## src/verilog/dsp_cmd_pkg.sv

```systemverilog
package dsp_cmd_pkg;

    localparam int CMD_WORD_WIDTH = 32;

    // ----------------------------------------
    // command word fields
    // ----------------------------------------
    localparam int OP_LSB    = 30;
    localparam int OP_WIDTH  = 2;
    localparam int ENV_LSB   = 20;  // envelope start, in samples.
    localparam int LEN_LSB   = 12;
    localparam int LEN_WIDTH = 8;
    localparam int AMP_LSB   = 0;
    localparam int AMP_WIDTH = 12;  // signed.

    localparam logic [OP_WIDTH-1:0] OP_END   = 2'd0;
    localparam logic [OP_WIDTH-1:0] OP_PULSE = 2'd1;
    localparam logic [OP_WIDTH-1:0] OP_ACQ   = 2'd2;

    // host memory select
    localparam int SEL_WIDTH = 3;
    localparam logic [SEL_WIDTH-1:0] SEL_CMD = 3'd0;
    localparam logic [SEL_WIDTH-1:0] SEL_ENV = 3'd1;

endpackage

```

## src/verilog/dsp_cfg_pkg.sv

```systemverilog
package dsp_cfg_pkg;

    // ----------------------------------------
    // sample and host widths
    // ----------------------------------------
    localparam int ADC_WIDTH       = 16;
    localparam int DAC_WIDTH       = 16;
    localparam int ENV_WIDTH       = 16;  // two per host word.
    localparam int HOST_DATA_WIDTH = 32;
    localparam int HOST_ADDR_WIDTH = 16;

    // ----------------------------------------
    // memory sizes
    // ----------------------------------------
    localparam int CMD_ADDR_WIDTH  = 6;   // 64 commands.
    localparam int ENV_ADDR_WIDTH  = 10;  // in samples.
    localparam int ACQ_ADDR_WIDTH  = 8;
    localparam int ACC_ADDR_WIDTH  = 8;   // one entry per shot.
    localparam int ACC_WIDTH       = 32;

    // read latencies
    localparam int PARAM_READ_LATENCY = 2;
    localparam int BUF_READ_LATENCY   = 1;

endpackage
```

## src/verilog/pulse_gen.sv

```systemverilog
module pulse_gen #(
    parameter int SHIFT = 15
) (
    input  logic                                    clk,
    input  logic                                    rst_n,
    input  logic                                    pulse_start,
    input  logic [dsp_cfg_pkg::ENV_ADDR_WIDTH-1:0] env_start,
    input  logic [dsp_cmd_pkg::LEN_WIDTH-1:0]      pulse_len,
    input  logic [dsp_cmd_pkg::AMP_WIDTH-1:0]      amplitude,
    input  logic [dsp_cfg_pkg::ENV_WIDTH-1:0]      env_data,
    output logic [dsp_cfg_pkg::ENV_ADDR_WIDTH-1:0] env_read_addr,
    output logic [dsp_cfg_pkg::DAC_WIDTH-1:0]      dac,
    output logic                                    pulse_done
);

    localparam int LAT        = dsp_cfg_pkg::PARAM_READ_LATENCY;
    localparam int PROD_WIDTH = dsp_cfg_pkg::ENV_WIDTH + dsp_cmd_pkg::AMP_WIDTH;

    logic                              issue;
    logic [dsp_cmd_pkg::LEN_WIDTH-1:0] remain;
    logic [LAT-1:0]                    valid_pipe;
    logic [LAT-1:0]                    last_pipe;
    logic signed [PROD_WIDTH-1:0]      product;
    logic signed [PROD_WIDTH-1:0]      scaled;

    assign product = $signed(env_data) * $signed(amplitude);
    assign scaled  = product >>> SHIFT;

    always_ff @(posedge clk) begin
        if (!rst_n) begin
            issue         <= 1'b0;
            remain        <= '0;
            env_read_addr <= '0;
            valid_pipe    <= '0;
            last_pipe     <= '0;
            dac           <= '0;
            pulse_done    <= 1'b0;
        end else begin
            if (pulse_start) begin
                issue         <= 1'b1;
                remain        <= pulse_len;
                env_read_addr <= env_start;
            end else if (issue) begin
                remain        <= remain - 1'b1;
                env_read_addr <= env_read_addr + 1'b1;
                if (remain == 1) begin
                    issue <= 1'b0;  // last address out.
                end
            end
            // markers follow the memory read latency.
            valid_pipe <= {valid_pipe[LAT-2:0], issue};
            last_pipe  <= {last_pipe[LAT-2:0], issue && (remain == 1)};
            dac        <= valid_pipe[LAT-1] ? scaled[dsp_cfg_pkg::DAC_WIDTH-1:0] : '0;
            pulse_done <= last_pipe[LAT-1];
        end
    end

endmodule

```

## config.mk

```make
export PLATFORM = sky130hd
export DESIGN_NAME = pulse_gen
export DESIGN_NICKNAME = d
export VERILOG_FILES = /design/src/verilog/dsp_cmd_pkg.sv /design/src/verilog/dsp_cfg_pkg.sv /design/src/verilog/pulse_gen.sv
export SDC_FILE = /design/constraint.sdc
export NUM_CORES = 1
export LEC_CHECK = 0
export BUFFER_PORTS_ARGS = -buffer_cell sky130_fd_sc_hd__clkbuf_2
export CAP_MARGIN = 0
export CORE_MARGIN = 2
export CORE_UTILIZATION = 63
export DETAILED_ROUTE_END_ITERATION = 8
export PLACE_DENSITY = 0.84
export SLEW_MARGIN = 25
export SYNTH_ARGS = -nofsm -noshare
export SYNTH_HDL_FRONTEND = slang
export SYNTH_SLANG_ARGS = --single-unit
```

## constraint.sdc

```tcl
create_clock -name clk -period 5.8 [get_ports clk]
set_input_delay 0.29 -clock clk [delete_from_list [all_inputs] [get_ports clk]]
set_output_delay 0.29 -clock clk [all_outputs]
set_load 0.01 [all_outputs]
```

=== Word-level counts from Yosys, hierarchy flattened ===
Cells that the tools add are included.

* Add/subtract/negate cells: 2
* Multiply operators: 1
* Eq/ne operators: 1
* Muxes and demuxes: 7
* Reductions and logical operators: 3

{| class="wikitable"
|+ Operator list
! cell !! number
|-
| multiplier 16 x 12 -> 28 bit || 1
|-
| two-way mux 10 bit || 2
|-
| two-way mux 8 bit || 2
|-
| adder 10 x 1 -> 10 bit (second input constant) || 1
|-
| == test 8 x 1 -> 1 bit (second input constant) || 1
|-
| subtractor 8 x 1 -> 8 bit (second input constant) || 1
|-
| two-way mux 1 bit || 3
|-
| AND reduction 2 bit || 1
|-
| nonzero test 2 bit || 1
|-
| logical AND 1 bit || 1
|}

* Register bits: 37
* Output and inout bits: 27
* Word-level logic and storage cells: 21

=== Logic depth before layout (Yosys ltp) ===
* Depth after elaboration: 4
* Depth in mapped cells: 20
* Mapped depth without buffers: 19

=== Least setup slack after synthesis ===
No wires, ideal clock.

* Path kind: input -> register
* Start: input port env_data[15] in the netlist's numbering
* End: register, netlist name dac[12]
* Setup time: 0.123 ns
* Data arrival time: 4.899 ns
* Required time: 5.677 ns
* Path slack: 0.779 ns
* Stages on the path: 19
* Cell sequence: clkbuf_1 -> nand2_1 -> fa_1 -> inv_1 -> fa_1 -> inv_1 -> fa_1 -> inv_1 -> fa_1 -> inv_1 -> fa_1 -> inv_1 -> ha_1 -> a21o_1 -> a21oi_1 -> nand3_1 -> a31oi_1 -> a31oi_1 -> mux2i_1

* Longest elaborated chain between the ends: 1

{| class="wikitable"
|+ Ends and longest elaborated chain
! element !! RTL line !! text
|-
| from (decl) || pulse_gen.sv:10 || <nowiki>input logic [dsp_cfg_pkg::ENV_WIDTH-1:0] env_data,</nowiki>
|-
| multiplier 16 x 12 -> 28 bit || pulse_gen.sv:26 || <nowiki>assign product = $signed(env_data) * $signed(amplitude);</nowiki>
|}

Every way passes these cells.
A chain may end at the register's enable or synchronous reset.

=== Worst setup path after layout ===
* Start: input port amplitude[6] in the netlist's numbering
* End: register dac[5] in the netlist's numbering

* Longest elaborated chain between the ends: 1

{| class="wikitable"
|+ Ends and longest elaborated chain
! element !! RTL line !! text
|-
| from (decl) || pulse_gen.sv:9 || <nowiki>input logic [dsp_cmd_pkg::AMP_WIDTH-1:0] amplitude,</nowiki>
|-
| multiplier 16 x 12 -> 28 bit || pulse_gen.sv:26 ||
|-
| to (signal assigned) || pulse_gen.sv:53 || <nowiki>dac <= valid_pipe[LAT-1] ? scaled[dsp_cfg_pkg::DAC_WIDTH-1:0] : '0;</nowiki>
|-
| to (decl) || pulse_gen.sv:12 || <nowiki>output logic [dsp_cfg_pkg::DAC_WIDTH-1:0] dac,</nowiki>
|}

Every way passes these cells.

==> results.json <==
{
  "status": "completed",
  "crit_path_frequent_cell": "fa_1",
  "drive_above_1_share_pct": 9.94,
  "holdWs_ns": 0.263,
  "io_pins": 76,
  "peakVddDrop_v": 0.00103,
  "place_congestion": 0.870,
  "dieArea_mm2": 0.0139,
  "hold_buffers": 0,
  "slowest_delay_ns": 0.56,
  "chipHeight_um": 118,
  "hold_class": "in2reg",
  "netlist_area_mm2": 0.00820,
  "num_vias": 6083,
  "syn_nets": 1208,
  "grt_antenna_before_repair": 0,
  "avgRoutedWirePerCell_um": 14.9,
  "seq_area_frac_synth_pct": 9.04,
  "power_leakage_nw": 4.47,
  "rows": 41,
  "synth.avg_cell_area_um2": 8.87,
  "synth_xor_area_share_pct": 3.10,
  "yosysWarnings": 0,
  "worst_setup_path_start_kind": "primary input",
  "tns_ns": 0,
  "setup_viol": 0,
  "utilization_pct": 69.3,
  "grt_max_degree": 38,
  "clockBufferDepth": 2,
  "wl_met2_um": 8630,
  "crit_cells": 17,
  "path_max_fanout": 16,
  "clock_latency_ns": 0.28,
  "final_net_count": 1249,
  "cts_sinks": 37,
  "synth_fa_ha_area_share_pct": 52.0,
  "period_minus_slack_ns": 5.26,
  "period_share_pct": 90.6,
  "drtAntennaViolNets": 0,
  "fill_cells": 997,
  "synth.largest_area_cell": "fa_1",
  "synth-edff-count": 0,
  "synth_top_family_by_area": "adder cells",
  "synth_compound_area_share_pct": 5.89,
  "drt-pass1-iter-count": 5,
  "wl_met3_um": 859,
  "yosys-top-cells-count": "inv_1 (200), fa_1 (176), nand2_1 (152)",
  "synthCells": 924,
  "clock_skew_ns": 0.00877,
  "clock.fmax_mhz": 190,
  "synth-simple-area-share_pct": 18.2,
  "post_cts_resized": 0,
  "syn_to_final_growth_pct": 7.17,
  "critPathTopFamily": "adder cells",
  "crit_type": "in2reg",
  "muxShareOfSynthArea_pct": 0.488,
  "vias_per_cell": 5.35,
  "synth_ff_type": "dfxtp_1",
  "critPathBufInv": 4,
  "die_w_um": 118,
  "htree_levels": 2,
  "dp.final_hpwl_um": 14100,
  "wl_met1_um": 6870,
  "slew_headroom_pct": 50.5,
  "reg2reg_depth": 4,
  "diodes": 0,
  "grt_pass1_vias": 6541,
  "required_ns": 5.97,
  "ys_ff_latch": 37,
  "finalPower_mw": 4.80,
  "rsz0062_at_grt": "no",
  "worstMarginPinSlew_ns": 0.742,
  "grt-ovfl-total": 0,
  "crit_path_cell_trace": "clkbuf_2 -> nand2_1 -> fa_1 -> inv_1 -> fa_1 -> fa_1 -> fa_1 -> inv_1 -> fa_1 -> inv_1 -> ha_1 -> a21oi_2 -> o21ai_2 -> a2111oi_4 -> o21ba_1 -> nor4b_1 -> a211o_2",
  "numCtsBuffers": 5,
  "yosysMostFrequentCell": "inv_1",
  "synth_area_leaders": "fa_1 (43%), inv_1 (9.2%), dfxtp_1 (9.0%), ha_1 (9.0%), nand2_1 (7.0%)",
  "grt_pass1_wl_um": 29900,
  "crit_slowest_cell": "fa_1",
  "final-hold-violation-count": 0,
  "drv_cap": 0,
  "track_usage_pct": 26.5,
  "numPortBuffers": 75,
  "clkSlewWorstSetupHoldPaths_ns": 0.06,
  "postCtsSetupBuffers": 0,
  "drc": 0,
  "powerDensity_mw_per_mm2": 546,
  "top_layer": "met4",
  "cts_tree": "done",
  "slew_violations": 0,
  "worstHoldPathCells": 3,
  "ys_types": 54,
  "endpoint_kind": "register",
  "coreArea_mm2": 0.0127,
  "cts_root_buffer": "clkbuf_16",
  "drt_wl_total_um": 16900,
  "arrival_ns": 5.43,
  "synth_top_area_share_pct": 43.0,
  "start_util_pct": 64.7,
  "drt_iter0_drc": 351,
  "async_flop_share_pct": 0
}
-- worst register-to-register path, delay by kind of cell, from the launching register on --
family,cells,cell delay (ns)
and+or+nand+nor,3,1.19
DFF,1,0.33
AOI/OAI and AO/OA,1,0.16
-- cells by family (layout without fill, tap and decap cells) --
| kind of cell | Yosys count | in the layout |
|---|---|---|
| adder cells (fa/ha/maj) | 235 | 235 |
| XOR/XNOR | 29 | 29 |
| AO/OA/AOI/OAI | 68 | 68 |
| flip-flops | 37 | 37 |
| multiplexers | 4 | 4 |
| buffers and inverters | 242 | 284 |
| AND/OR/NAND/NOR | 309 | 309 |
-- area by class of cell --
class                   count  area, um^2  share of cell area, %
clock buffers               6         129                   1.47
clock inverters             2        38.8                  0.442
inverters                 200         751                   8.55
multi-input cells         645        6530                   74.3
flip-flops and latches     37         741                   8.43
well taps                 172         215                   2.45
repair buffers             76         383                   4.36
-- flip-flops by register name (all words and copies together), names as in the netlist --
| name | flops |
|---|---|
| dac | 13 |
| env_read_addr | 10 |
| valid_pipe | 2 |
| pulse_done | 1 |
| last_pipe | 2 |
| remain | 8 |
| issue | 1 |
-- path summary, 6_finish.rpt --
kind / start / endpoint / slack, ns
worst min register to register: last_pipe[0] / last_pipe[1] / 0.43
worst max-delay path: amplitude[6] / dac[5] / 0.54
worst max register to register: remain[4] / issue / 4.01
worst min-delay path: pulse_len[1] / remain[1] / 0.26
-- layer usage --
layer,up-vias,GRT usage [%]
li1,2837,-
met1,3024,32.8
met2,175,46.9
met3,47,4.55
met4,0,9.19
met5,-,0
-- cell usage in the layout, fill, tap and decap left out, types with 3 or more instances in the layout --
| master | n |
|---|---|
| dfxtp_1 | 37 |
| xnor2_1 | 19 |
| nor4b_1 | 3 |
| xor2_1 | 10 |
| fa_1 | 176 |
| nand2_1 | 152 |
| mux2i_1 | 4 |
| o21ai_0 | 22 |
| a21oi_1 | 12 |
| inv_1 | 200 |
| nor3_1 | 4 |
| nor2_1 | 29 |
| ha_1 | 59 |
| a21o_1 | 4 |
| nand2b_1 | 8 |
| clkbuf_2 | 75 |
| nand3_1 | 8 |
| clkbuf_16 | 5 |
| nor2b_1 | 3 |
| o211ai_1 | 3 |
| and3_1 | 3 |
| nand4_1 | 11 |
| and2_1 | 76 |
| or4_1 | 3 |
| o21a_1 | 3 |
-- power by group --
group | internal (mW) | switching (mW)
registers | 0.293 | 0.0197
logic | 1.79 | 2.39
clock network | 0.204 | 0.103
-- metrics by stage --
stage          cell area (um^2)  setup slack, ns  cells
3_3_place_gp               8620            0.424   1130
6_report                   8780            0.543   1138
3_5_place_dp               8620            0.326   1130
2_1_floorplan              8200            0.779    924
4_1_cts                    8780            0.600   1138
5_1_grt                    8780            0.272   1138
Power figures use the tool's default switching activity.
