[src/verilog/dsp_cmd_pkg.sv]
package dsp_cmd_pkg;

    localparam int CMD_WORD_WIDTH = 32;

    // ----------------------------------------
    // command word fields
    // ----------------------------------------
    localparam int OP_LSB    = 30;
    localparam int OP_WIDTH  = 2;
    localparam int ENV_LSB   = 20;  // envelope start, in samples.
    localparam int LEN_LSB   = 12;
    localparam int LEN_WIDTH = 8;
    localparam int AMP_LSB   = 0;
    localparam int AMP_WIDTH = 12;  // signed.

    localparam logic [OP_WIDTH-1:0] OP_END   = 2'd0;
    localparam logic [OP_WIDTH-1:0] OP_PULSE = 2'd1;
    localparam logic [OP_WIDTH-1:0] OP_ACQ   = 2'd2;

    // host memory select
    localparam int SEL_WIDTH = 3;
    localparam logic [SEL_WIDTH-1:0] SEL_CMD = 3'd0;
    localparam logic [SEL_WIDTH-1:0] SEL_ENV = 3'd1;

endpackage

[src/verilog/dsp_cfg_pkg.sv]
package dsp_cfg_pkg;

    // ----------------------------------------
    // sample and host widths
    // ----------------------------------------
    localparam int ADC_WIDTH       = 16;
    localparam int DAC_WIDTH       = 16;
    localparam int ENV_WIDTH       = 16;  // two per host word.
    localparam int HOST_DATA_WIDTH = 32;
    localparam int HOST_ADDR_WIDTH = 16;

    // ----------------------------------------
    // memory sizes
    // ----------------------------------------
    localparam int CMD_ADDR_WIDTH  = 6;   // 64 commands.
    localparam int ENV_ADDR_WIDTH  = 10;  // in samples.
    localparam int ACQ_ADDR_WIDTH  = 8;
    localparam int ACC_ADDR_WIDTH  = 8;   // one entry per shot.
    localparam int ACC_WIDTH       = 32;

    // read latencies
    localparam int PARAM_READ_LATENCY = 2;
    localparam int BUF_READ_LATENCY   = 1;

endpackage
[src/verilog/seq_ctrl.sv]
module seq_ctrl (
    input  logic                                    clk,
    input  logic                                    rst_n,
    input  logic                                    stb_start,
    input  logic [31:0]                             nshot,
    input  logic [dsp_cmd_pkg::CMD_WORD_WIDTH-1:0] cmd_data,
    input  logic                                    pulse_done,
    output logic                                    busy,
    output logic [dsp_cfg_pkg::CMD_ADDR_WIDTH-1:0] cmd_read_addr,
    output logic                                    pulse_start,
    output logic [dsp_cfg_pkg::ENV_ADDR_WIDTH-1:0] env_start,
    output logic [dsp_cmd_pkg::LEN_WIDTH-1:0]      pulse_len,
    output logic [dsp_cmd_pkg::AMP_WIDTH-1:0]      amplitude,
    output logic                                    acq_gate,
    output logic [dsp_cfg_pkg::ACC_ADDR_WIDTH-1:0] shot_idx,
    output logic                                    shot_end
);

    localparam int WAIT_WIDTH = $clog2(dsp_cfg_pkg::PARAM_READ_LATENCY) + 1;

    typedef enum logic [2:0] {
        S_IDLE,
        S_FETCH,
        S_WAIT,
        S_DECODE,
        S_PULSE,
        S_ACQ,
        S_NEXT
    } state_t;

    state_t                              state;
    logic [WAIT_WIDTH-1:0]               wait_cnt;
    logic [dsp_cmd_pkg::LEN_WIDTH-1:0]   acq_cnt;
    logic [31:0]                         shot_cnt;
    logic [31:0]                         shot_last;
    logic [dsp_cmd_pkg::OP_WIDTH-1:0]    opcode;

    assign opcode   = cmd_data[dsp_cmd_pkg::OP_LSB +: dsp_cmd_pkg::OP_WIDTH];
    assign shot_idx = shot_cnt[dsp_cfg_pkg::ACC_ADDR_WIDTH-1:0];

    // ----------------------------------------
    // command FSM
    // ----------------------------------------
    always_ff @(posedge clk) begin
        if (!rst_n) begin
            state         <= S_IDLE;
            busy          <= 1'b0;
            cmd_read_addr <= '0;
            pulse_start   <= 1'b0;
            acq_gate      <= 1'b0;
            shot_end      <= 1'b0;
            shot_cnt      <= '0;
            acq_cnt       <= '0;
            wait_cnt      <= '0;
        end else begin
            pulse_start <= 1'b0;
            shot_end    <= 1'b0;
            case (state)
                S_IDLE: begin
                    if (stb_start) begin
                        busy          <= 1'b1;
                        cmd_read_addr <= '0;
                        shot_cnt      <= '0;
                        state         <= S_FETCH;
                    end
                end
                S_FETCH: begin
                    wait_cnt <= WAIT_WIDTH'(dsp_cfg_pkg::PARAM_READ_LATENCY - 1);
                    state    <= S_WAIT;
                end
                S_WAIT: begin
                    if (wait_cnt <= 1) begin
                        state <= S_DECODE;  // cmd_data valid next cycle.
                    end else begin
                        wait_cnt <= wait_cnt - 1'b1;
                    end
                end
                S_DECODE: begin
                    cmd_read_addr <= cmd_read_addr + 1'b1;
                    case (opcode)
                        dsp_cmd_pkg::OP_PULSE: begin
                            pulse_start <= 1'b1;
                            state       <= S_PULSE;
                        end
                        dsp_cmd_pkg::OP_ACQ: begin
                            acq_gate <= 1'b1;
                            acq_cnt  <= cmd_data[dsp_cmd_pkg::LEN_LSB +: dsp_cmd_pkg::LEN_WIDTH];
                            state    <= S_ACQ;
                        end
                        dsp_cmd_pkg::OP_END: begin
                            if (shot_cnt == shot_last) begin
                                busy  <= 1'b0;
                                state <= S_IDLE;
                            end else begin
                                state <= S_NEXT;
                            end
                        end
                        default: state <= S_FETCH;  // unknown opcode skipped.
                    endcase
                end
                S_PULSE: begin
                    if (pulse_done) begin
                        state <= S_FETCH;
                    end
                end
                S_ACQ: begin
                    if (acq_cnt == 1) begin
                        acq_gate <= 1'b0;
                        shot_end <= 1'b1;
                        state    <= S_FETCH;
                    end else begin
                        acq_cnt <= acq_cnt - 1'b1;
                    end
                end
                S_NEXT: begin
                    cmd_read_addr <= '0;
                    shot_cnt      <= shot_cnt + 1'b1;
                    state         <= S_FETCH;
                end
                default: state <= S_IDLE;
            endcase
        end
    end

    always_ff @(posedge clk) begin
        if (state == S_IDLE && stb_start) begin
            shot_last <= (nshot == '0) ? '0 : nshot - 32'd1;  // nshot of 0 runs once.
        end
        if (state == S_DECODE && opcode == dsp_cmd_pkg::OP_PULSE) begin
            env_start <= cmd_data[dsp_cmd_pkg::ENV_LSB +: dsp_cfg_pkg::ENV_ADDR_WIDTH];
            pulse_len <= cmd_data[dsp_cmd_pkg::LEN_LSB +: dsp_cmd_pkg::LEN_WIDTH];
            amplitude <= cmd_data[dsp_cmd_pkg::AMP_LSB +: dsp_cmd_pkg::AMP_WIDTH];
        end
    end

    // no acquisition window until the pulse generator reports done.
    assert property (@(posedge clk) disable iff (!rst_n)
        pulse_start |-> (!acq_gate until_with pulse_done));

endmodule

[config.mk]
export PLATFORM = sky130hd
export DESIGN_NAME = seq_ctrl
export DESIGN_NICKNAME = d
export VERILOG_FILES = /design/src/verilog/dsp_cmd_pkg.sv /design/src/verilog/dsp_cfg_pkg.sv /design/src/verilog/seq_ctrl.sv
export SDC_FILE = /design/constraint.sdc
export NUM_CORES = 1
export LEC_CHECK = 0
export BUFFER_PORTS_ARGS = -buffer_cell sky130_fd_sc_hd__buf_4
export CORE_ASPECT_RATIO = 0.9
export CORE_MARGIN = 10
export CORE_UTILIZATION = 55
export CTS_CLUSTER_DIAMETER = 120
export DETAILED_ROUTE_END_ITERATION = 10
export PLACE_DENSITY = 0.76
export RECOVER_POWER = 50
export SYNTH_ARGS = -nofsm -noshare
export SYNTH_HDL_FRONTEND = slang
export SYNTH_SLANG_ARGS = --single-unit
export TNS_END_PERCENT = 10
[constraint.sdc]
create_clock -name clk -period 4.8 [get_ports clk]
set_clock_uncertainty 0.1 [all_clocks]
set_input_delay 0 -clock clk [delete_from_list [all_inputs] [get_ports clk]]
set_output_delay 0 -clock clk [all_outputs]
set_load 0.03 [all_outputs]
# [Word level (Yosys, flattened, before mapping)]
# Index checks and enable logic that the tools add are counted.
[op_classes] n_addsub=5 n_lt_le_gt_ge=1 eq_ne=19 n_mux=25 n_reduce_logical=19
[op_table] cell="$pmux W32 S2" count=1
[op_table] cell="$add A32 B1 Y32 const B" count=1
[op_table] cell="$eq A32 B32 Y1" count=1
[op_table] cell="$logic_not A32 Y1" count=1
[op_table] cell="$mux W32" count=1
[op_table] cell="$sub A32 B1 Y32 const B" count=1
[op_table] cell="$pmux W3 S7" count=1
[op_table] cell="$pmux W6 S3" count=1
[op_table] cell="$mux W8" count=2
[op_table] cell="$pmux W8 S2" count=1
[op_table] cell="$mux W3" count=5
[op_table] cell="$ne A2 B2 Y1 const B" count=7
[op_table] cell="$reduce_and A2 Y1" count=5
[op_table] cell="$eq A3 B3 Y1 const B" count=3
[op_table] cell="$pmux W3 S3" count=1
[op_table] cell="$eq A8 B1 Y1 const B" count=1
[op_table] cell="$reduce_and A4 Y1" count=2
[op_table] cell="$reduce_bool A2 Y1" count=4
[op_table] cell="$sub A8 B1 Y8 const B" count=1
[op_table] cell="$mux W1" count=7
[op_table] cell="$add A6 B1 Y6 const B" count=1
[op_table] cell="$eq A3 B2 Y1 const B" count=2
[op_table] cell="$mux W6" count=1
[op_table] cell="$reduce_and A3 Y1" count=2
[op_table] cell="13 further kinds" count=16
[word_totals] ff_bits=117 input_bits=68 output_inout_bits=48 elab_cells=82

# [Logic depth before layout (Yosys ltp)]
# Gate-level depths: netlist (run 1).
[logic_depth] depth_word=4 ltp_mapped=8 depth_no_buf=7

# [Worst setup path before layout (run 1)]
# No wires, ideal clock.
[synth_timing] kind="flip-flop to flip-flop" from="register state[2]" to="register amplitude[0] (netlist name), enable pin" setup_ns=0.463 arrival_ns=2.867 t_required_ns=4.237 path_slack_ns=1.370 stages_incl_launch_ff=3 n_path_buf=0 synth_period_minus_slack_ns=3.430 path_cell_list="dfxtp_1 > nand3b_1 > nor3b_1"
[synth_between] elab_chain_cells=2
[synth_rtl] item="from (decl)" line="seq_ctrl.sv:31" source="state_t state;"
[synth_rtl] item="from (signal assigned)" line="seq_ctrl.sv:46" source="state <= S_IDLE;"
[synth_rtl] item="from (signal assigned)" line="seq_ctrl.sv:64" source="state <= S_FETCH;"
[synth_rtl] item="from (signal assigned)" line="seq_ctrl.sv:69" source="state <= S_WAIT;"
[synth_rtl] item="$eq A3 B2 Y1" line="seq_ctrl.sv:129" source="if (state == S_DECODE && opcode == dsp_cmd_pkg::OP_PULSE) begin"
[synth_rtl] item="$logic_and A1 B1 Y1" line="seq_ctrl.sv:129"
[synth_rtl] item="to (signal assigned)" line="seq_ctrl.sv:132" source="amplitude <= cmd_data[dsp_cmd_pkg::AMP_LSB +: dsp_cmd_pkg::AMP_WIDTH];"
[synth_rtl] item="to (decl)" line="seq_ctrl.sv:13" source="output logic [dsp_cmd_pkg::AMP_WIDTH-1:0] amplitude,"
# No other way between the ends.
# A chain may end at the register's enable or synchronous reset.

# [Final worst setup path (run 1)]
[layout_timing] from="input port nshot[0]" to="register shot_last[26] (data pin)"
[layout_between] elab_chain_cells=1 elab_cells_between_ends=2 classes_between="add/sub (1); reduce/logical (1)"
[layout_rtl] item="from (decl)" line="seq_ctrl.sv:5" source="input logic [31:0] nshot,"
[layout_rtl] item="$sub A32 B1 Y32 or $logic_not A32 Y1 (tied branches)" line="seq_ctrl.sv:127" source="shot_last <= (nshot == '0) ? '0 : nshot - 32'd1;"
[layout_rtl] item="to (signal assigned)" line="seq_ctrl.sv:127"
[layout_rtl] item="to (decl)" line="seq_ctrl.sv:35" source="logic [31:0] shot_last;"
# Several ways; a longest one is shown, not always the timed one.

==> results of run 1 <==
## power groups by stage
| stage | logic, mW | registers (mW) | clock network, mW |
|---|---|---|---|
| after floorplan | 0.192 | 1.21 | 0 |
| after global placement | 0.310 | 1.21 | 0 |
| after detailed placement | 0.318 | 1.21 | 0 |
| after CTS | 0.377 | 1.19 | 1.22 |
| after global routing | 0.406 | 1.20 | 1.27 |
| final | 0.373 | 1.19 | 1.21 |
## cell usage after synthesis (all sizes together), types with 4 or more instances
master / number
a211oi: 4
a21oi: 30
and2: 5
and3: 11
and4: 4
buf: 15
clkbuf: 18
dfxtp: 55
edfxtp: 62
ha: 6
inv: 10
mux2: 9
nand2: 29
nand2b: 5
nand3: 22
nand3b: 5
nand4: 13
nor2: 80
nor3: 16
nor3b: 4
nor4: 22
o2111ai: 7
o211ai: 6
o21a: 5
o21ai: 19
o41ai: 7
or2: 4
or3: 13
or4: 4
xnor2: 19
xor2: 40
## metal layers
metal  vias to the layer above  wire [um]
met5                         -          0
met2                       232       7837
met1                      2444       6774
met4                         0        411
li1                       2503          -
met3                        39       1348
## timing repair
item                                    in CTS  in global routing
resized for setup                            0                  0
hold endpoints to repair                    93                  0
hold buffers                                82                  0
endpoints found under the setup margin       0                  0
## layout make-up
cell class                      instances  area, sq um
Clock inverter                         13        133.9
Clock buffer                           19        432.9
Fill cell                             700         2420
Multi-Input combinational cell        418         2639
Inverter                               10        37.54
Timing Repair Buffer                  199         1504
Sequential cell                       117         2963
Tap cell                              129        161.4
## final timing paths
kind | endpoint | from | depth (start not counted)
setup / recovery | shot_last[26] | nshot[0] | 10
hold / removal | env_start[2] | cmd_data[22] | 2
setup reg to reg | shot_cnt[26] | state[1] | 5
hold reg to reg | cmd_read_addr[5] | cmd_read_addr[5] | 2
## logic make-up after synthesis
group                    Yosys count  synth area share, %
flip-flops                       117                50.91
multiplexers                      12                2.258
buffers and inverters             43                3.741
XOR/XNOR                          59                8.880
AO/OA/AOI/OAI                     99                11.20
AND/OR/NAND/NOR                  242                21.72
adder cells (fa/ha/maj)            6                1.290
## through the flow
stage               hold WS (ns)  setup WS, ns  power (mW)
floorplan              -0.001131         1.370       1.400
global placement         0.07884         2.118       1.516
detailed placement       0.07938         1.950       1.529
CTS                       0.2109         1.493       2.786
global route              0.2303         1.189       2.880
finish                    0.2149         1.493       2.779
## registers in the layout, indices dropped and copies added, names as in the netlist, 3 cells and up
| name | cells |
|---|---|
| amplitude | 12 |
| env_start | 10 |
| state | 3 |
| shot_cnt | 32 |
| pulse_len | 8 |
| cmd_read_addr | 6 |
| shot_last | 32 |
| acq_cnt | 8 |
## worst reg2reg max path, delay by kind of cell (launching register included)
| family | cells | cell delay [ns] |
|---|---|---|
| AND/OR/NAND/NOR | 4 | 2.03 |
| flip-flops | 1 | 0.59 |
| AO/OA/AOI/OAI | 1 | 0.16 |
==> PnR_summary.wiki, run 1 <==
{| class="wikitable"
! Metric !! Value
|-
| CP Launch Type || input pin
|-
| Via count || 5218
|-
| Worst slew slack as a fraction of its limit || -6.177%
|-
| Worst Path Required || 4.86 ns
|-
| Routability congestion estimate from global placement || approximately 0.88
|-
| R2R Setup Slk || 1.84 ns
|-
| Clk sink count || 117
|-
| H-Tree Level Count || 4
|-
| Die boundary height || 117.6 um
|-
| Drt total wl || 16370 um
|-
| Initial cell density of the core || 56.55%
|-
| Fraction of synthesized cell area taken by the top area cell type || 31.99%
|-
| Cell at the slowest stage of the critical path || dlygate4sd3_1
|-
| Placed instance area || 0.006684 sq mm
|-
| Sequential area share after synthesis || approximately 51%
|-
| Portion of total power attributed to the clock network || 43.7%
|-
| Clock tree buffer depth || 2
|-
| Cell leakage power || 2.937 nW
|-
| Minimum period implied by the final worst setup slack || 3.307 ns
|-
| Worst-Margin Slew || 1.593 ns
|-
| Largest net degree at the start of global routing || 37
|-
| Number of buffers created by CTS || 17
|-
| Routed vias/inst || just under 6
|-
| Fraction of power consumed by combinational cells || 13.4%
|-
| Yosys reg bits || approximately 120
|-
| HPWL after detailed placement || roughly 10000 um
|-
| Count of buffers inserted at the top-level ports || around 120
|-
| Cell occurring most often along the worst timing path || dlygate4sd3_1
|-
| Number of antenna repair diodes || 0
|-
| Most frequent standard cell in the layout excluding fill and tap cells || dlygate4sd3_1
|-
| Via count of the first global-routing pass || 5189
|-
| Largest vdd supply drop || 0.3161 mV
|-
| Switching Fraction || between 20% and 30%
|-
| Net switching component of the power || a little over 0.7 mW
|-
| Detailed-route wire length per cell || 18.09 um
|-
| Ys Warns || 0
|-
| Max-slew violation count || 32
|-
| Clock-pin slew reported for the worst setup and hold paths after clock tree synthesis || 0.06 ns
|-
| Crit path DAT || approximately 3.4 ns
|-
| Internal cell power || 2.066 mW
|-
| Commonest cells after routing, fill and taps aside || dlygate4sd3_1, nor2_1, edfxtp_1
|-
| Pre-antenna DRT Iters || 7
|-
| Nets || 837
|-
| Hold Crit Class || in -> reg
|-
| Type of the worst setup path || in -> reg
|-
| Power per cell area || 353.0 mW/mm^2
|-
| Total grt overflow || 0
|-
| DR iter-0 viols || 480
|-
| Wire length of the first global-routing pass || 26890 um
|-
| GRT met1 Usage || 25.80%
|-
| Number of distinct library cell variants in the gate-level netlist after synthesis || between 50 and 60
|-
| Synthesized area divided by synthesized cell count || between 10 and 15 sq um
|-
| Post-synth EDFFs || 62
|-
| Clock tree root driver cell || clkbuf_16
|-
| Final cell utilization of the core || 76.49%
|-
| Post-route cell area || 0.007871 sq mm
|-
| Biggest cell delay along the critical path || 0.55 ns
|-
| Dominant cell type by area after synthesis || edfxtp_1
|-
| Number of placement rows || 35
|-
| Post-route clock period utilization || 68.89%
|-
| Met2 Use GR || 35.56%
|-
| Final-report hold violation count || 0
|-
| Antenna violations before repair || 0
|-
| Remaining antenna violation count after routing || 0
|-
| Core region area || 0.01029 sq mm
|-
| Top_reg_cell synth || edfxtp_1
|-
| Buffer and inverter count on the worst path || 4
|-
| Synthesis-to-finish area growth || 35.26%
|-
| Number of max-cap violations || 1
|-
| Post-synthesis cell area || 0.005819 sq mm
|-
| Non-filler instance count after layout || 905
|-
| CTS tree || yes
|-
| Setup TNS after final layout || 0 ns
|-
| Full die area || approximately 0.015 sq mm
|-
| Cell count after synthesis || 578
|-
| Post-CTS setup buffers || 0
|-
| Cell count after placement || 791
|-
| Unrepaired setup endpoints after global routing || no
|-
| Largest delay contributor family on the critical path || simple AND/OR/NAND/NOR gates
|-
| Proportion of power drawn by flip-flops and latches || ~43%
|-
| Die outline width || 128.4 um
|-
| Global-route met3 utilization || 5.448%
|-
| DRC violation count after routing || 0
|-
| Count of boundary I/O pins || about 120
|-
| Synth Net Count || 652
|-
| Violations in the final reports || max-capacitance violations, max-slew violations
|-
| Ranking of synthesized cells by area || edfxtp_1, dfxtp_1, xor2_1
|-
| Result of the run || complete, but fails checks
|-
| Count of final setup violators || 0
|-
| Crit end category || flip-flop
|-
| Peak Freq || 302.4 MHz
|-
| Most used routing layer || met2
|-
| Crit-path max FO || 10
|-
| Cell-by-cell listing of the critical path || dlygate4sd3_1, buf_4, inv_1, ha_1, nor3b_1, nand3_1, or3_4, nor3_2, mux2_1, dlygate4sd3_1
|-
| Clk_lat worst skew || 0.42 ns
|-
| Fraction of synthesis flops using an asynchronous set or reset pin || 0%
|-
| Total GRT Usage || 21.48%
|-
| Fraction of layout cells with a size suffix above 1 || between 10% and 20%
|}
No activity file was read; power rests on OpenSTA's default activity.
==> inputs of run 2 (changes only) <==
CORE_UTILIZATION = 50   (was 55)
PLACE_DENSITY = 0.72   (was 0.76)
clock period = 2.96 ns   (was 4.8 ns; I/O delays follow)
==> run 2 against run 1 <==
  * The run now ends clean
  * Core utilization fell by 5.9 points
  * Sequential share of layout area fell by 0.74 points
  * Cell count rose by 4.0%
  * Count of clock-buffer cells in the layout rose by 2
  * Total power rose by 68%
  * Via count fell by 1.0%
  * Clock power rose by 74%
  * Combinational power rose by 63%
  * Die area rose by 8.3%
  * Global-route usage fell by 2.2 points
  * Final area rose by 2.1%
  * Critical endpoint is now shot_last[31]
==> PnR_summary.wiki, run 2 (synthesized netlist as in run 1, its figures left out) <==
{| class="wikitable"
! Metric !! Value
|-
| Cell at the slowest stage of the critical path || dlygate4sd3_1
|-
| Minimum period implied by the final worst setup slack || 2.785 ns
|-
| Clock tree root driver cell || clkbuf_16
|-
| Switching Fraction || 23.92%
|-
| Type of the worst setup path || in -> reg
|-
| Die boundary height || about 120 um
|-
| Peak Freq || 359.1 MHz
|-
| Synthesis-to-finish area growth || 38.10%
|-
| Internal cell power || 3.544 mW
|-
| Die outline width || 133.7 um
|-
| Core region area || 0.01139 sq mm
|-
| CTS tree || yes
|-
| Largest delay contributor family on the critical path || buffers and inverters
|-
| Initial cell density of the core || 51.10%
|-
| Layout fillers || a little under 900
|-
| Total grt overflow || 0
|-
| Met2 layer wire length in the routed design || 7770 um
|-
| Worst slew slack as a fraction of its limit || 43.83%
|-
| Setup TNS after final layout || 0 ns
|-
| Final cell utilization of the core || 70.57%
|-
| Clk sink count || between 100 and 150
|-
| Nets || 846
|-
| Largest vdd supply drop || around 0.45 mV
|-
| Drt total wl || approximately 16000 um
|-
| Commonest cells after routing, fill and taps aside || dlygate4sd3_1, nor2_1, edfxtp_1
|-
| Biggest cell delay along the critical path || 0.56 ns
|-
| Met1 Wirelength || 6767 um
|-
| Number of antenna repair diodes || 0
|-
| Routed vias/inst || 5.489
|-
| Area taken by flip-flops and latches || 0.002965 sq mm
|-
| Portion of total power attributed to the clock network || a little under half
|-
| Antenna violations before repair || 0
|-
| Worst-Margin Slew || between 0.8 and 0.9 ns
|-
| Net switching component of the power || 1.114 mW
|-
| Clock tree buffer depth || 2
|-
| Routability congestion estimate from global placement || 0.9122
|-
| Power per cell area || 579.6 mW/mm^2
|-
| DRC violation count after routing || 0
|-
| Clock-pin slew reported for the worst setup and hold paths after clock tree synthesis || around 0.060 ns
|-
| Most frequent standard cell in the layout excluding fill and tap cells || dlygate4sd3_1
|-
| Post-route clock period utilization || 94.08%
|-
| Crit end category || flip-flop
|-
| Count of final setup violators || 0
|-
| Total area of multi-input combinational cells || 0.002673 sq mm
|-
| Fraction of layout cells with a size suffix above 1 || 16.05%
|-
| Fraction of power consumed by combinational cells || 13.1%
|-
| Number of placement rows || 37
|-
| Via count || 5165
|-
| Crit path DAT || 2.84 ns
|-
| Pre-antenna DRT Iters || 5
|-
| Crit-path max FO || 12
|-
| H-Tree Level Count || 4
|-
| Worst Path Required || approximately 3.0 ns
|-
| Largest registers || shot_cnt (32), shot_last (32), amplitude (12)
|-
| Final-report hold violation count || 0
|-
| Highest metal layer used by the detailed router || met4
|-
| Count of boundary I/O pins || 116
|-
| Unrepaired setup endpoints after global routing || no
|-
| Cell-by-cell listing of the critical path || dlygate4sd3_1, buf_4, nor4_1, nand3_1, buf_4, nor4_2, nand2_1, mux2_2, dlygate4sd3_1
|-
| Number of max-cap violations || 0
|-
| Number of buffers created by CTS || 17
|-
| DR iter-0 viols || 408
|-
| HPWL after detailed placement || between 10000 and 15000 um
|-
| Remaining antenna violation count after routing || 0
|-
| Largest net degree at the start of global routing || 37
|-
| Max-slew violation count || 0
|-
| Result of the run || completed
|-
| CP Launch Type || input pin
|-
| Count of buffers inserted at the top-level ports || 115
|-
| Total GRT Usage || approximately a fifth
|-
| Wire length of the first global-routing pass || 25560 um
|-
| Cell leakage power || approximately 3 nW
|-
| Met3 wire length || 878 um
|-
| Full die area || 0.01636 sq mm
|-
| Hold Crit Class || in -> reg
|-
| Via count of the first global-routing pass || roughly 5k
|-
| Detailed-route wire length per cell || 16.73 um
|-
| Proportion of power drawn by flip-flops and latches || 41.6%
|-
| Buffer and inverter count on the worst path || 4
|-
| Clk_lat worst skew || 0.42 ns
|}
run 2: cell type report:
class / instances / share of cell area (%)
repair buffers: 208 / 19.38
clock inverters: 11 / 1.962
clock buffers: 21 / 5.605
multi-input cells: 418 / 33.26
well taps: 156 / 2.429
inverters: 10 / 0.4671
flip-flops and latches: 117 / 36.90
run 2: power groups by stage:
stage                     Clock, mW  Combinational (mW)  Sequential, mW
final                          2.11               0.609            1.94
after global routing           2.21               0.672            1.95
after CTS                      2.13               0.624            1.93
after detailed placement          0               0.531            1.96
after global placement            0               0.518            1.96
after floorplan                   0               0.312            1.96
run 2: what timing repair did:
action / 4_1_cts / 5_1_grt
hold endpoints to repair: 93 / 0
gates resized for setup: 0 / 6
setup endpoints to repair: 0 / 3
hold buffers: 81 / 0
setup buffers: 0 / 0
run 2: routing by layer:
layer,global-route usage [%],up-vias
li1,-,2527
met3,4.984,32
met2,33.63,214
met5,0,-
met1,22.38,2392
met4,7.880,0
run 2: worst register-to-register path: cells and delay by family (launching register included):
kind | cells | cell delay (ns)
simple gates | 2 | 0.92
flops | 1 | 0.44
compound gates | 1 | 0.14
buf+inv | 2 | 1.12
run 2: final timing paths:
kind               startpoint            end  slack (ns)  depth (start not counted)
hold reg to reg   wait_cnt[1]    wait_cnt[1]        0.37                          2
hold / removal     pulse_done       state[0]        0.02                          4
setup reg to reg     state[0]       state[2]        0.18                          5
setup / recovery     nshot[7]  shot_last[31]        0.18                          9
run 2: per-stage QoR:
stage,worst slack [ns],instance area (sq um),cells,power (mW),hold WS (ns)
finish,0.1752,8036,941,4.658,0.02050
global route,0.02199,8036,941,4.829,0.05819
CTS,0.02063,8218,941,4.680,0.002206
detailed placement,0.4709,6799,828,2.495,0.07979
global placement,0.5179,6799,828,2.476,0.07895
floorplan,0.5990,5824,578,2.270,-0.001131
==> inputs of run 3 (changes only) <==
CORE_MARGIN = default   (was 10)
==> run 3 against run 2 <==
  * Cell count decreased by 0.11%
  * Die area decreased by 26%
  * Global-route usage is 7.3 points higher
  * Largest power group unchanged
  * Count of clock-buffer cells in the layout is 4 lower
==> PnR_summary.wiki, run 3 (synthesized netlist as in run 1, its figures left out) <==
{| class="wikitable"
! Metric !! Value
|-
| Result of the run || completed
|-
| Commonest cells after routing, fill and taps aside || dlygate4sd3_1, nor2_1, edfxtp_1
|-
| Proportion of power drawn by flip-flops and latches || 42.4%
|-
| Hold Crit Class || in -> reg
|-
| CTS tree || yes
|-
| Largest vdd supply drop || 0.3755 mV
|-
| Crit-path max FO || 28
|-
| Peak Freq || 349.1 MHz
|-
| DRC violation count after routing || 0
|-
| Number of max-cap violations || 0
|-
| Nets || 849
|-
| Worst slew slack as a fraction of its limit || 46.09%
|-
| Drt total wl || about 15000 um
|-
| H-Tree Level Count || 4
|-
| Number of placement rows || 36
|-
| Routed vias/inst || between 5 and 6
|-
| Net switching component of the power || 1.200 mW
|-
| Power per cell area || 566.5 mW/mm^2
|-
| Max-slew violation count || 0
|-
| Largest net degree at the start of global routing || 37
|-
| DR iter-0 viols || 482
|-
| Final-report hold violation count || 0
|-
| Min-Delay Startpoint || pulse_done
|-
| Antenna violations before repair || 0
|-
| Clk_lat worst skew || a little over 0.4 ns
|-
| Via count || 5248
|-
| Pre-antenna DRT Iters || 5
|-
| Count of boundary I/O pins || about 120
|-
| CP Launch Type || input pin
|-
| Type of the worst setup path || in -> reg
|-
| Die outline width || 115.7 um
|-
| Crit path DAT || roughly 2.9 ns
|-
| Count of buffers inserted at the top-level ports || between 100 and 150
|-
| Remaining antenna violation count after routing || 0
|-
| Via count of the first global-routing pass || about 5k
|-
| Clock tree root driver cell || clkbuf_16
|-
| Crit Reg-Reg Startpoint || state[0]
|-
| Cell leakage power || around 3 nW
|-
| Clk sink count || 117
|-
| Largest registers || shot_cnt (32), shot_last (32), amplitude (12)
|-
| Total GRT Usage || 26.64%
|-
| Wire length of the first global-routing pass || between 20000 and 25000 um
|-
| Total grt overflow || 0
|-
| Clock-pin slew reported for the worst setup and hold paths after clock tree synthesis || 0.06 ns
|-
| Initial cell density of the core || 52.52%
|-
| Placed instance area || roughly 0.0068 sq mm
|-
| Layout fillers || 828
|-
| Crit end category || flip-flop
|-
| Number of antenna repair diodes || 0
|-
| Fraction of power consumed by combinational cells || 13.5%
|-
| Worst-Margin Slew || 0.8087 ns
|-
| Switching Fraction || 26.27%
|-
| Post-route clock period utilization || 96.76%
|-
| Number of buffers created by CTS || 17
|-
| Full die area || 0.01207 sq mm
|-
| R2R Setup Slk || ~0.096 ns
|-
| Final cell utilization of the core || 72.76%
|-
| Internal cell power || 3.368 mW
|-
| Portion of total power attributed to the clock network || between 40% and 50%
|-
| Synthesis-to-finish area growth || 38.55%
|-
| HPWL after detailed placement || between 9000 and 10000 um
|-
| Routability congestion estimate from global placement || around 0.93
|-
| Minimum period implied by the final worst setup slack || 2.864 ns
|-
| Worst Path Required || 3.03 ns
|-
| Die boundary height || between 100 and 150 um
|-
| Clock tree buffer depth || 2
|-
| Start point of the critical path || nshot[1]
|-
| Core region area || ~0.011 sq mm
|-
| Fraction of layout cells with a size suffix above 1 || between 15 and 20%
|-
| Detailed-route wire length per cell || 16.44 um
|-
| Count of final setup violators || 0
|-
| Most frequent standard cell in the layout excluding fill and tap cells || dlygate4sd3_1
|-
| Post-route cell area || between 0.008 and 0.009 sq mm
|}
-- run 3: layout make-up --
cell class              instances  area, sq um  area share (%)
flip-flops and latches        117         2965           36.78
clock buffers                  17        425.4           5.276
multi-input cells             418         2696           33.44
repair buffers                211         1593           19.75
inverters                      10        37.54          0.4655
clock inverters                15        155.1           1.924
well taps                     152        190.2           2.359
-- run 3: path summary, 6_finish.rpt --
check,cells past startpoint,endpoint
max,12,shot_last[7]
min,4,state[0]
max reg2reg,5,state[2]
min reg2reg,2,wait_cnt[1]
-- run 3: critical path, cell delays in order --
cell           delay, ns
dlygate4sd3_1       0.54
buf_4               0.15
inv_2               0.06
ha_4                0.14
nor3b_4             0.24
buf_6               0.15
nand3_1             0.09
buf_6               0.16
or3_4               0.43
nor2_8              0.31
a21oi_1             0.08
dlygate4sd3_1       0.57
-- run 3: what timing repair did --
item                                    CTS  global route
endpoints found under the setup margin    0             6
hold buffers                             82             0
gates resized for setup                   0            14
setup buffers                             0             4
endpoints found under the hold margin    93             0
-- run 3: layer usage --
| layer | track usage, % | part of all wire, % |
|---|---|---|
| met1 | 32.10 | 43 |
| met4 | 12.82 | 3.1 |
| met5 | 0 | 0 |
| met2 | 45.55 | 50 |
| met3 | 4.720 | 4.4 |
-- run 3: power groups by stage --
stage | combinational (mW) | sequential (mW) | clock, mW
6_report | 0.618 | 1.94 | 2.01
5_1_grt | 0.673 | 1.95 | 2.11
4_1_cts | 0.618 | 1.93 | 2.03
3_5_place_dp | 0.522 | 1.96 | 0
3_3_place_gp | 0.508 | 1.96 | 0
2_1_floorplan | 0.312 | 1.96 | 0
-- run 3: metrics by stage --
stage | TNS, ns | power [mW] | std cells | worst slack, ns | hold WS (ns)
after global placement | 0 | 2.468 | 823 | 0.5273 | 0.07829
after global routing | -0.03808 | 4.732 | 940 | -0.03198 | 0.03602
final | 0 | 4.567 | 940 | 0.09586 | 0.03050
after detailed placement | 0 | 2.485 | 823 | 0.5013 | 0.07926
after CTS | 0 | 4.582 | 937 | 0.08330 | 0.002040
after floorplan | 0 | 2.270 | 578 | 0.5990 | -0.001131
